--- src/design/gencon_pkg.sv ---
// Calculator package holding number format, operator codes and controller states
`default_nettype none

package gencon_pkg;

    // Number format
    localparam int DATA_W = 16;
    localparam int MAG_W = DATA_W - 1;

    // Digit entry radix
    localparam int DIGIT_BASE = 10;

    // Cycles from start to finish in the adder
    localparam int ADDSUB_LAT = 2;

    // Sign-magnitude word, sign on top
    typedef struct packed {
        logic             sign;
        logic [MAG_W-1:0] mag;
    } sm_word_t;

    // Keypad operator codes, 5 to 7 unused
    typedef enum logic [2:0] {
        OP_NONE = 3'd0,
        OP_NEG  = 3'd1,
        OP_ADD  = 3'd2,
        OP_SUB  = 3'd3,
        OP_MUL  = 3'd4
    } op_code_t;

    typedef enum logic [3:0] {
        WAIT_OP1,
        WAIT_MULT_OP1,
        ADD_KEY_OP1,
        WAIT_OP2,
        WAIT_MULT_OP2,
        ADD_KEY_OP2,
        SEND_TO_COMPUTE,
        WAIT_COMPUTE,
        SHOW_RESULT_ADDSUB,
        SHOW_RESULT_MUL
    } ctrl_state_t;

endpackage

`default_nettype wire
--- src/design/gencon_arith_if.sv ---
// Arithmetic request/result bus between the calculator controller and one unit
`default_nettype none

interface gencon_arith_if;

    // Request
    gencon_pkg::sm_word_t op_a;
    gencon_pkg::sm_word_t op_b;
    logic                 sub;
    logic                 start;

    // Completion, result held until the next start
    gencon_pkg::sm_word_t result;
    logic                 finish;

    modport ctrl (
        output op_a, op_b, sub, start,
        input  result, finish
    );

    modport addsub_unit (
        input  op_a, op_b, sub, start,
        output result, finish
    );

    // Multiplier has no use for sub
    modport mul_unit (
        input  op_a, op_b, start,
        output result, finish
    );

endinterface

`default_nettype wire

--- src/design/gencon_top.sv ---
// Keypad calculator top level joining the controller, adder and multiplier
`default_nettype none

module gencon_top (
    input  logic                 clk,
    input  logic                 nRST,

    // Keypad side
    input  logic [3:0]           keypad_input,
    input  logic                 read_input,
    input  logic [2:0]           operator_input,
    input  logic                 equal_input,

    // Display side
    output logic                 ready,
    output logic                 complete,
    output gencon_pkg::sm_word_t display_output
);

    gencon_arith_if add_bus ();
    gencon_arith_if mul_bus ();

    gencon_ctrl u_ctrl (
        .clk            (clk),
        .nRST           (nRST),
        .keypad_input   (keypad_input),
        .read_input     (read_input),
        .operator_input (gencon_pkg::op_code_t'(operator_input)),
        .equal_input    (equal_input),
        .ready          (ready),
        .complete       (complete),
        .display_output (display_output),
        .add_bus        (add_bus.ctrl),
        .mul_bus        (mul_bus.ctrl)
    );

    // Add and subtract
    sm_addsub u_addsub (
        .clk  (clk),
        .nRST (nRST),
        .bus  (add_bus.addsub_unit)
    );

    // Digit times-ten and final products
    sm_multiply u_multiply (
        .clk  (clk),
        .nRST (nRST),
        .bus  (mul_bus.mul_unit)
    );

endmodule

`default_nettype wire

--- src/design/gencon_ctrl.sv ---
// Calculator controller for digit entry, sign toggle, operator latch and dispatch
`default_nettype none

module gencon_ctrl (
    input  logic                 clk,
    input  logic                 nRST,
    input  logic [3:0]           keypad_input,
    input  logic                 read_input,
    input  gencon_pkg::op_code_t operator_input,
    input  logic                 equal_input,
    output logic                 ready,
    output logic                 complete,
    output gencon_pkg::sm_word_t display_output,
    gencon_arith_if.ctrl         add_bus,
    gencon_arith_if.ctrl         mul_bus
);

    gencon_pkg::ctrl_state_t state;
    gencon_pkg::ctrl_state_t next_state;

    gencon_pkg::sm_word_t op1_q;
    gencon_pkg::sm_word_t op2_q;
    gencon_pkg::op_code_t op_q;

    logic [3:0]                   digit_q;
    logic [gencon_pkg::MAG_W-1:0] entry_mag;
    logic                         neg_key;
    logic                         binop_key;
    logic                         digit_go;
    logic                         send_mul;

    assign neg_key   = (operator_input == gencon_pkg::OP_NEG);
    assign binop_key = operator_input inside {gencon_pkg::OP_ADD, gencon_pkg::OP_SUB,
                                              gencon_pkg::OP_MUL};

    // A read accepted this cycle starts a times-ten on the multiplier
    assign digit_go  = (state == gencon_pkg::WAIT_OP1 && next_state == gencon_pkg::WAIT_MULT_OP1)
                    || (state == gencon_pkg::WAIT_OP2 && next_state == gencon_pkg::WAIT_MULT_OP2);
    assign entry_mag = (state == gencon_pkg::WAIT_OP1) ? op1_q.mag : op2_q.mag;
    assign send_mul  = (state == gencon_pkg::SEND_TO_COMPUTE) && (op_q == gencon_pkg::OP_MUL);

    always_comb begin
        next_state = state;
        case (state)
            gencon_pkg::WAIT_OP1: begin
                if (binop_key) begin
                    next_state = gencon_pkg::WAIT_OP2;
                end else if (!neg_key && read_input) begin
                    next_state = gencon_pkg::WAIT_MULT_OP1;
                end
            end
            gencon_pkg::WAIT_MULT_OP1: begin
                if (mul_bus.finish) begin
                    next_state = gencon_pkg::ADD_KEY_OP1;
                end
            end
            gencon_pkg::ADD_KEY_OP1: next_state = gencon_pkg::WAIT_OP1;
            gencon_pkg::WAIT_OP2: begin
                // Only OP_NEG acts here, it blocks read and equal
                if (!neg_key) begin
                    if (read_input) begin
                        next_state = gencon_pkg::WAIT_MULT_OP2;
                    end else if (equal_input) begin
                        next_state = gencon_pkg::SEND_TO_COMPUTE;
                    end
                end
            end
            gencon_pkg::WAIT_MULT_OP2: begin
                if (mul_bus.finish) begin
                    next_state = gencon_pkg::ADD_KEY_OP2;
                end
            end
            gencon_pkg::ADD_KEY_OP2: next_state = gencon_pkg::WAIT_OP2;
            gencon_pkg::SEND_TO_COMPUTE: next_state = gencon_pkg::WAIT_COMPUTE;
            gencon_pkg::WAIT_COMPUTE: begin
                if (add_bus.finish) begin
                    next_state = gencon_pkg::SHOW_RESULT_ADDSUB;
                end else if (mul_bus.finish) begin
                    next_state = gencon_pkg::SHOW_RESULT_MUL;
                end
            end
            default: next_state = gencon_pkg::WAIT_OP1;
        endcase
    end

    always_ff @(posedge clk or negedge nRST) begin
        if (!nRST) begin
            state          <= gencon_pkg::WAIT_OP1;
            op1_q          <= '0;
            op2_q          <= '0;
            op_q           <= gencon_pkg::OP_NONE;
            display_output <= '0;
            add_bus.start  <= 1'b0;
            mul_bus.start  <= 1'b0;
        end else begin
            state         <= next_state;
            add_bus.start <= (state == gencon_pkg::SEND_TO_COMPUTE) && !send_mul;
            mul_bus.start <= digit_go || send_mul;
            case (state)
                gencon_pkg::WAIT_OP1: begin
                    if (neg_key) begin
                        op1_q.sign <= ~op1_q.sign;
                    end else if (binop_key) begin
                        op_q <= operator_input;
                    end
                end
                gencon_pkg::WAIT_MULT_OP1: begin
                    if (mul_bus.finish) begin
                        op1_q.mag <= mul_bus.result.mag;
                    end
                end
                gencon_pkg::ADD_KEY_OP1: begin
                    op1_q.mag <= op1_q.mag + (gencon_pkg::MAG_W)'(digit_q);
                end
                gencon_pkg::WAIT_OP2: begin
                    if (neg_key) begin
                        op2_q.sign <= ~op2_q.sign;
                    end
                end
                gencon_pkg::WAIT_MULT_OP2: begin
                    if (mul_bus.finish) begin
                        op2_q.mag <= mul_bus.result.mag;
                    end
                end
                gencon_pkg::ADD_KEY_OP2: begin
                    op2_q.mag <= op2_q.mag + (gencon_pkg::MAG_W)'(digit_q);
                end
                gencon_pkg::WAIT_COMPUTE: begin
                    if (add_bus.finish) begin
                        display_output <= add_bus.result;
                    end else if (mul_bus.finish) begin
                        display_output <= mul_bus.result;
                    end
                end
                gencon_pkg::SHOW_RESULT_ADDSUB, gencon_pkg::SHOW_RESULT_MUL: begin
                    // Next expression starts from +0
                    op1_q <= '0;
                    op2_q <= '0;
                    op_q  <= gencon_pkg::OP_NONE;
                end
                default: ;
            endcase
        end
    end

    // Request payload
    always_ff @(posedge clk) begin
        if (digit_go) begin
            digit_q            <= keypad_input;
            mul_bus.op_a.sign  <= 1'b0;
            mul_bus.op_a.mag   <= entry_mag;
            mul_bus.op_b.sign  <= 1'b0;
            mul_bus.op_b.mag   <= (gencon_pkg::MAG_W)'(gencon_pkg::DIGIT_BASE);
        end else if (state == gencon_pkg::SEND_TO_COMPUTE) begin
            add_bus.op_a <= op1_q;
            add_bus.op_b <= op2_q;
            add_bus.sub  <= (op_q == gencon_pkg::OP_SUB);
            mul_bus.op_a <= op1_q;
            mul_bus.op_b <= op2_q;
        end
    end

    assign mul_bus.sub = 1'b0;

    assign ready    = (state == gencon_pkg::WAIT_OP1) || (state == gencon_pkg::WAIT_OP2);
    assign complete = (state == gencon_pkg::SHOW_RESULT_ADDSUB)
                   || (state == gencon_pkg::SHOW_RESULT_MUL);

endmodule

`default_nettype wire

--- src/design/sm_multiply.sv ---
// Shift-add sign-magnitude multiplier, one multiplier bit per cycle
`default_nettype none

module sm_multiply (
    input logic              clk,
    input logic              nRST,
    gencon_arith_if.mul_unit bus
);

    logic [gencon_pkg::MAG_W-1:0] mcand_q;
    logic [gencon_pkg::MAG_W-1:0] mplier_q;
    logic [gencon_pkg::MAG_W-1:0] acc_q;
    logic [gencon_pkg::MAG_W-1:0] acc_d;

    logic [$clog2(gencon_pkg::MAG_W)-1:0] count_q;
    logic                                 last_step;
    logic                                 busy_q;
    logic                                 finish_q;
    logic                                 sign_q;

    gencon_pkg::sm_word_t result_q;

    // Partial product, upper bits fall off so the product wraps
    assign acc_d     = mplier_q[0] ? acc_q + mcand_q : acc_q;
    assign last_step = busy_q && (count_q == gencon_pkg::MAG_W - 1);

    always_ff @(posedge clk or negedge nRST) begin
        if (!nRST) begin
            busy_q   <= 1'b0;
            finish_q <= 1'b0;
            count_q  <= '0;
        end else begin
            finish_q <= 1'b0;
            if (bus.start) begin
                busy_q  <= 1'b1;
                count_q <= '0;
            end else if (busy_q) begin
                count_q <= count_q + 1'b1;
                if (last_step) begin
                    busy_q   <= 1'b0;
                    finish_q <= 1'b1;
                end
            end
        end
    end

    always_ff @(posedge clk) begin
        if (bus.start) begin
            mcand_q  <= bus.op_a.mag;
            mplier_q <= bus.op_b.mag;
            acc_q    <= '0;
            sign_q   <= bus.op_a.sign ^ bus.op_b.sign;
        end else if (busy_q) begin
            acc_q    <= acc_d;
            mcand_q  <= mcand_q << 1;
            mplier_q <= mplier_q >> 1;
            if (last_step) begin
                result_q.mag  <= acc_d;
                // Zero product is always positive
                result_q.sign <= sign_q & (|acc_d);
            end
        end
    end

    assign bus.result = result_q;
    assign bus.finish = finish_q;

endmodule

`default_nettype wire

--- src/design/sm_addsub.sv ---
// Sign-magnitude adder/subtractor with a fixed two-cycle start to finish latency
`default_nettype none

module sm_addsub (
    input logic                 clk,
    input logic                 nRST,
    gencon_arith_if.addsub_unit bus
);

    gencon_pkg::sm_word_t a_q;
    gencon_pkg::sm_word_t b_q;
    gencon_pkg::sm_word_t sum_d;
    gencon_pkg::sm_word_t result_q;

    logic [gencon_pkg::MAG_W-1:0]      mag_d;
    logic [gencon_pkg::ADDSUB_LAT-1:0] stage;

    // Operand capture, subtract handled by flipping the sign of op_b
    always_ff @(posedge clk) begin
        if (bus.start) begin
            a_q        <= bus.op_a;
            b_q.sign   <= bus.op_b.sign ^ bus.sub;
            b_q.mag    <= bus.op_b.mag;
        end
    end

    always_comb begin
        if (a_q.sign == b_q.sign) begin
            mag_d      = a_q.mag + b_q.mag;
            sum_d.sign = a_q.sign;
        end else if (a_q.mag >= b_q.mag) begin
            mag_d      = a_q.mag - b_q.mag;
            sum_d.sign = a_q.sign;
        end else begin
            mag_d      = b_q.mag - a_q.mag;
            sum_d.sign = b_q.sign;
        end
        sum_d.mag = mag_d;
        // No negative zero
        if (mag_d == '0) begin
            sum_d.sign = 1'b0;
        end
    end

    // Start travels down the stage chain, last bit is finish
    always_ff @(posedge clk or negedge nRST) begin
        if (!nRST) begin
            stage <= '0;
        end else begin
            stage <= {stage[gencon_pkg::ADDSUB_LAT-2:0], bus.start};
        end
    end

    always_ff @(posedge clk) begin
        if (stage[gencon_pkg::ADDSUB_LAT-2]) begin
            result_q <= sum_d;
        end
    end

    assign bus.result = result_q;
    assign bus.finish = stage[gencon_pkg::ADDSUB_LAT-1];

endmodule

`default_nettype wire

--- config.mk ---
export PLATFORM = sky130hd
export DESIGN_NAME = gencon_top
export DESIGN_NICKNAME = d
export VERILOG_FILES = /design/src/design/gencon_pkg.sv /design/src/design/gencon_arith_if.sv /design/src/design/gencon_top.sv /design/src/design/gencon_ctrl.sv /design/src/design/sm_multiply.sv /design/src/design/sm_addsub.sv
export SDC_FILE = /design/constraint.sdc
export NUM_CORES = 1
export LEC_CHECK = 0
export ABC_AREA = 1
export BUFFER_PORTS_ARGS = -buffer_cell sky130_fd_sc_hd__buf_2
export CORE_MARGIN = 5
export CORE_UTILIZATION = 62
export CTS_CLUSTER_SIZE = 20
export DETAILED_ROUTE_END_ITERATION = 12
export GPL_ROUTABILITY_DRIVEN = 1
export GPL_TIMING_DRIVEN = 0
export PLACE_DENSITY = 0.79
export SETUP_SLACK_MARGIN = 0.2
export SYNTH_ARGS = -nofsm -noshare
export SYNTH_HDL_FRONTEND = slang
export SYNTH_SLANG_ARGS = --single-unit
--- constraint.sdc ---
create_clock -name clk -period 5.31 [get_ports clk]
set_clock_uncertainty 0.15 [all_clocks]
set_input_delay 0.2655 -clock clk [delete_from_list [all_inputs] [get_ports clk]]
set_output_delay 0.2655 -clock clk [all_outputs]
set_load 0.05 [all_outputs]
Word level (Yosys, flattened, before mapping)
Index checks and enable logic that the tools add are counted.
W data, S select, Z words.
- memories kept: 0
- input port bits: 11
- bits in latches: 0
- register bits: 244
- output and inout bits: 18
- memory bits (writable): 0
- bits in read-only memories: 0
- reductions and logical operators: 32
- multiply operators: 0
- bitwise operators: 7
- div/mod/pow operators: 0
- $lt $le $gt $ge: 1
- equality and inequality tests: 25
- add/sub/neg operators: 7
- multiplexer cells: 42
- shift operators: 0
- operators with widths (kind ; count):
    $mux W15 ; 11
    $pmux W15 S3 ; 2
    $mux W4 ; 11
    $mux W16 ; 2
    $add A15 B15 Y15 ; 2
    $add A15 B4 Y15 ; 2
    $sub A15 B15 Y15 ; 2
    $pmux W4 S7 ; 1
    $eq A4 B3 Y1 const B ; 5
    $ge A15 B15 Y1 ; 1
    $logic_not A15 Y1 ; 1
    $reduce_or A15 Y1 ; 1
    $eq A4 B4 Y1 const B ; 3
    $reduce_and A2 Y1 ; 6
    $mux W1 ; 10
    $ne A2 B1 Y1 const B ; 5
    $reduce_bool A2 Y1 ; 5
    $eq A3 B2 Y1 const B ; 3
    $reduce_bool A3 Y1 ; 3
    $eq A4 B1 Y1 const B ; 2
    $eq A4 B2 Y1 const B ; 2
    $eq A3 B3 Y1 const B ; 2
    $logic_and A1 B1 Y1 ; 6
    $mux W3 ; 2
    14 further kinds ; 24

Logic depth before layout (Yosys ltp)
- depth in word-level cells: 11
- gate-level depth with buffers: 20
- mapped depth without buffers: 19

Hierarchy
Synthesis repeated with hierarchy kept, for this count alone.
- cells, all modules: 1842
- area total of the unflattened synthesis: 14629.0 µm²
- by module, submodules not included (module ; cells an instance ; seq. area each (µm²) ; instances ; area an instance (µm²)):
    gencon_ctrl ; 734 ; 3328.2 ; 1 ; 6153.4
    sm_addsub ; 661 ; 1491.4 ; 1 ; 4843.4
    sm_multiply ; 447 ; 1861.8 ; 1 ; 3632.2

Worst setup path before layout
Ideal clock, no wire load.
- kind: register -> register
- start: reg u_ctrl.state[1]
- end: reg u_ctrl.op1_q[10] (netlist name)
- stages on the path, launching flop included: 8
- path buffers: 1
- period minus slack after synthesis: 2.786 ns
- arrival: 2.497 ns
- library setup time: 0.139 ns
- slack: 2.524 ns
- cells stage by stage: dfrtp_1 -> nor3_1 -> nor2_1 -> inv_1 -> nor2_1 -> clkbuf_1 -> a21oi_1 -> a22oi_1
- word-level cells in the longest chain between the ends: 4
- elaborated cells on any way between the ends: 9
- RTL lines (what ; RTL line ; RTL):
    start: declaration ; gencon_ctrl.sv:18 ; gencon_pkg::ctrl_state_t state;
    start signal: assignment ; gencon_ctrl.sv:88 ; state <= gencon_pkg::WAIT_OP1;
    start signal: assignment ; gencon_ctrl.sv:96 ; state <= next_state;
    $eq A4 B4 Y1 ; gencon_ctrl.sv:99 ; case (state)
    $reduce_or A2 Y1 ; gencon_ctrl.sv:99 ;
    $reduce_bool A3 Y1 (no source line) ; - ;
    $reduce_and A2 Y1 (no source line) ; - ;
    end: declaration ; gencon_ctrl.sv:21 ; gencon_pkg::sm_word_t op1_q;
Parallel ways exist; a longest one is shown, timed or not.
A chain may end at the register's enable or synchronous reset.

Worst setup path in the final report
- start: reg u_addsub.b_q[9] (netlist name)
- end: reg u_addsub.result_q (netlist bit u_addsub.bus.result[15]), data pin
- word-level cells in the longest chain between the ends: 4
- elaborated cells on any way between the ends: 9
- RTL lines (what ; RTL line ; RTL):
    start: declaration ; sm_addsub.sv:11 ; gencon_pkg::sm_word_t b_q;
    $sub A15 B15 Y15 (tied with other cells) ; sm_addsub.sv:35 ; mag_d = b_q.mag - a_q.mag;
    $mux W15 ; sm_addsub.sv:31 ; end else if (a_q.mag >= b_q.mag) begin
    $mux W15 ; sm_addsub.sv:28 ; if (a_q.sign == b_q.sign) begin
    $logic_not A15 Y1 ; sm_addsub.sv:40 ; if (mag_d == '0) begin
    end signal: assignment ; sm_addsub.sv:56 ; result_q <= sum_d;
    end: declaration ; sm_addsub.sv:13 ; gencon_pkg::sm_word_t result_q;
Parallel ways exist; a longest one is shown, timed or not.

==> results.toml <==
[floorplan]
initial_core_util_pct = 62.90
core_area_mm2 = 0.02176
fp.dieH_um = 158.6
die_area_mm2 = 0.02514
fp.dieW_um = 158.6
ios = 29
rows = 54

[clock_tree]
cts_resized = 0
hold_buffers = 10
cts_buffers = 26
post_cts_buffers = 0
root_buffer = "clkbuf_16"
cts_max_path_buffers = 3
clk_pin_slew_ns = 0.06
tritoncts = "done"
clock_latency_ns = 0.55
cts_max_level = 1
numClockSinks = 244

[global_routing]
grt_pass1_vias = 11330
antenna_found_initial = 1
track_usage_pct = 30.46
grt_pass1_wl_um = 59440
overflow = 0
grt_max_degree = 66

[synth]
synth_edf_count = 147
yosys-top-cells-area = "edfxtp_1 32%, nand2_1 14%, dfrtp_1 12%, inv_1 6.3%, ha_1 6.1%"
synth.largest_area_cell = "edfxtp_1"
yosysMostFrequentCell = "nand2_1"
synth_nets = 1746
ys_types = 47
synth_top_area_share_pct = 32.26
syn_avg_cell_area_um2 = 8.234
yosysSeqAreaShare_pct = 48.83
syn_area_mm2 = 0.01368
synth_cells = 1662
synthFlopType = "edfxtp_1"
netlist_top_cells_count = "509 x nand2_1, 229 x inv_1, 147 x edfxtp_1"
synth.ff_latch_count = 244
ys_warn_count = 0
ys_async_sr_fraction_pct = 26.64

[power_and_ir_drop]
power-per-cell-area_mw_per_mm2 = 519.4
ir_worst_vdd_uv = 405.1
leakage_nw = 7.312

[timing]
worst_pin_slew_ns = 1.221
hold_violations = 0
fmax_ghz = 0.2968
maxSlewHeadroom_pct = 18.63
setup-violations-final = 0
tns_ns = 0
fin_hold_ws_ns = 0.08919
timing.final.crit_share_pct = 63.45
final-max-slew-violation-count = 0
rsz0062_at_grt = "false"
layout_min_cycle_time_ns = 3.369

[layout]
insertedDiodeCount = 0
n_fill_cell = 1722
ff_latch_area_mm2 = 0.006681
area_growth_pct = 11.08
multiInputGateArea_mm2 = 0.005858
final_layout_size_suffix_gt1_share_pct = 7.824
layout.nets = 1815

[placed_design]
io_buffers = 28
gp_congestion = 0.9954
dp_hpwl_um = 28510

[route]
drc = 0
post_drt_wl_per_cell_um = 18.43
wl_met3_um = 2688
routed.top_layer = "met5"
drt.antenna.violating_nets = 0
num_vias = 11600
met1_length_um = 14590
routed_wl_um = 37440
first_pass_iters = 5
wl_met2_um = 17740
vias_per_cell = 5.711
drtIter0Drc = 920

[worst_setup_path]
reg2reg_setup_slack_ns = 1.94
startpoint_type = "flop"
arrival_ns = 3.49
worst_ep_required_time_ns = 5.43
path_max_fanout = 8
critical_path_class = "flop to flop"
crit_path_end_kind = "flop"

[flow_run]
drv_cap = 0

[min_path]
worstHoldPathType = "input pin to flop"

[status]
status = "finished, final reports clean"
through the flow:
stage | instance area, um^2 | setup slack [ns] | instances | total power, mW | utilization [%]
6_report | 15200 | 1.941 | 2031 | 7.895 | 69.87
2_1_floorplan | 13680 | 2.524 | 1662 | 5.127 | -
5_1_grt | 15200 | 1.808 | 2031 | 8.390 | 69.87
4_1_cts | 15200 | 2.040 | 2031 | 7.861 | 69.87
3_5_place_dp | 14240 | 2.100 | 1973 | 6.019 | 65.46
3_3_place_gp | 14170 | 2.138 | 1970 | 5.905 | 65.15
cell families after synthesis:
kind of cell    share of synthesized area, %
compound gates                         10.80
flops                                  48.83
simple gates                           23.55
buf+inv                                8.403
xor+xnor                               1.344
fa+ha+maj                              7.004
mux                                  0.07315
worst paths after layout:
| check | from | to | cells after the start |
|---|---|---|---|
| worst max register to register | u_addsub.b_q[9]$_DFFE_PP_ | u_addsub.bus.result[15]$_SDFFCE_PN0P_ | 15 |
| max in group asynchronous | nRST | u_ctrl.op1_q[8]$_DFFE_PN0P_ | 2 |
| worst min-delay path | equal_input | u_ctrl.state[2]$_DFF_PN0_ | 4 |
| worst max-delay path | u_addsub.b_q[9]$_DFFE_PP_ | u_addsub.bus.result[15]$_SDFFCE_PN0P_ | 15 |
| worst min register to register | u_ctrl.add_bus.op_b[14]$_DFFE_PP_ | u_addsub.b_q[14]$_DFFE_PP_ | 0 |
| min in group asynchronous | nRST | u_ctrl.state[0]$_DFF_PN0_ | 2 |
cell type report:
| cell class | instances | area share (%) |
|---|---|---|
| sequential | 244 | 43.95 |
| multi-input combinational | 1126 | 38.54 |
| inverter | 248 | 6.124 |
| clock buffer | 29 | 4.420 |
| tap | 280 | 2.305 |
| timing repair buffer | 41 | 1.984 |
| buffer | 44 | 1.449 |
| clock inverter | 19 | 1.226 |
metal layers:
layer,vias up,GRT usage (%)
met1,5347,38.39
met4,2,16.37
met5,-,0
met3,124,4.349
li1,5611,-
met2,515,50.98
cells in the final DEF, fill, tap and decap left out, drive strengths merged:
cell         instances
nand2              514
and2                 2
inv                249
edfxtp             147
a21oi               84
o2111ai              1
o32ai                2
nor4                 4
o21ai              110
a22oi               36
mux2i                1
a31oi                7
a21o                 3
clkinvlp             2
fa                   6
bufinv               2
clkbuf              55
or2                  4
o21a                 2
clkinv              14
o22ai                7
buf                 49
ha                  67
nand4               22
nand3              114
nand3b               1
dfrtp               65
o31ai                1
o211ai               2
xnor2                4
xor2                17
nor3                18
dfxtp               32
dlygate4sd3         10
nor2                95
o21bai               2
where the power goes:
group | switching, mW | internal, mW | leakage, nW | total [mW]
registers | 0.530 | 2.73 | 2.48 | 3.26
clock network | 0.773 | 1.02 | 0.420 | 1.80
logic | 1.91 | 0.924 | 4.42 | 2.84
total | 3.21 | 4.68 | 7.31 | 7.90
state kept, by name, summed over array words and instances, names as in the netlist, 4 cells and up:
name,count
u_ctrl.add_bus.op_a,16
u_multiply.acc_q,15
u_ctrl.mul_bus.op_a,16
u_multiply.mplier_q,15
u_multiply.count_q,4
u_ctrl.mul_bus.op_b,16
u_multiply.bus.result,16
u_ctrl.display_output,16
u_addsub.bus.result,16
u_ctrl.op1_q,16
u_ctrl.digit_q,4
u_ctrl.add_bus.op_b,16
u_addsub.a_q,16
u_ctrl.op2_q,16
u_ctrl.state,4
u_multiply.mcand_q,15
u_addsub.b_q,16
critical path, cell delays in order, from the launching register on:
cell and delay [ns]:
edfxtp_1 0.40, inv_1 0.06, ha_1 0.52, inv_1 0.26, nand2_1 0.16, nor2_1 0.06, nor2_1 0.31, nor2_1 0.08
nor2_1 0.17, nand2_1 0.07, nand2_1 0.06, a21oi_1 0.06, a21oi_1 0.45, nand2_1 0.12, nor2_1 0.13, a21oi_1 0.07
Power figures use the tool's default switching activity.
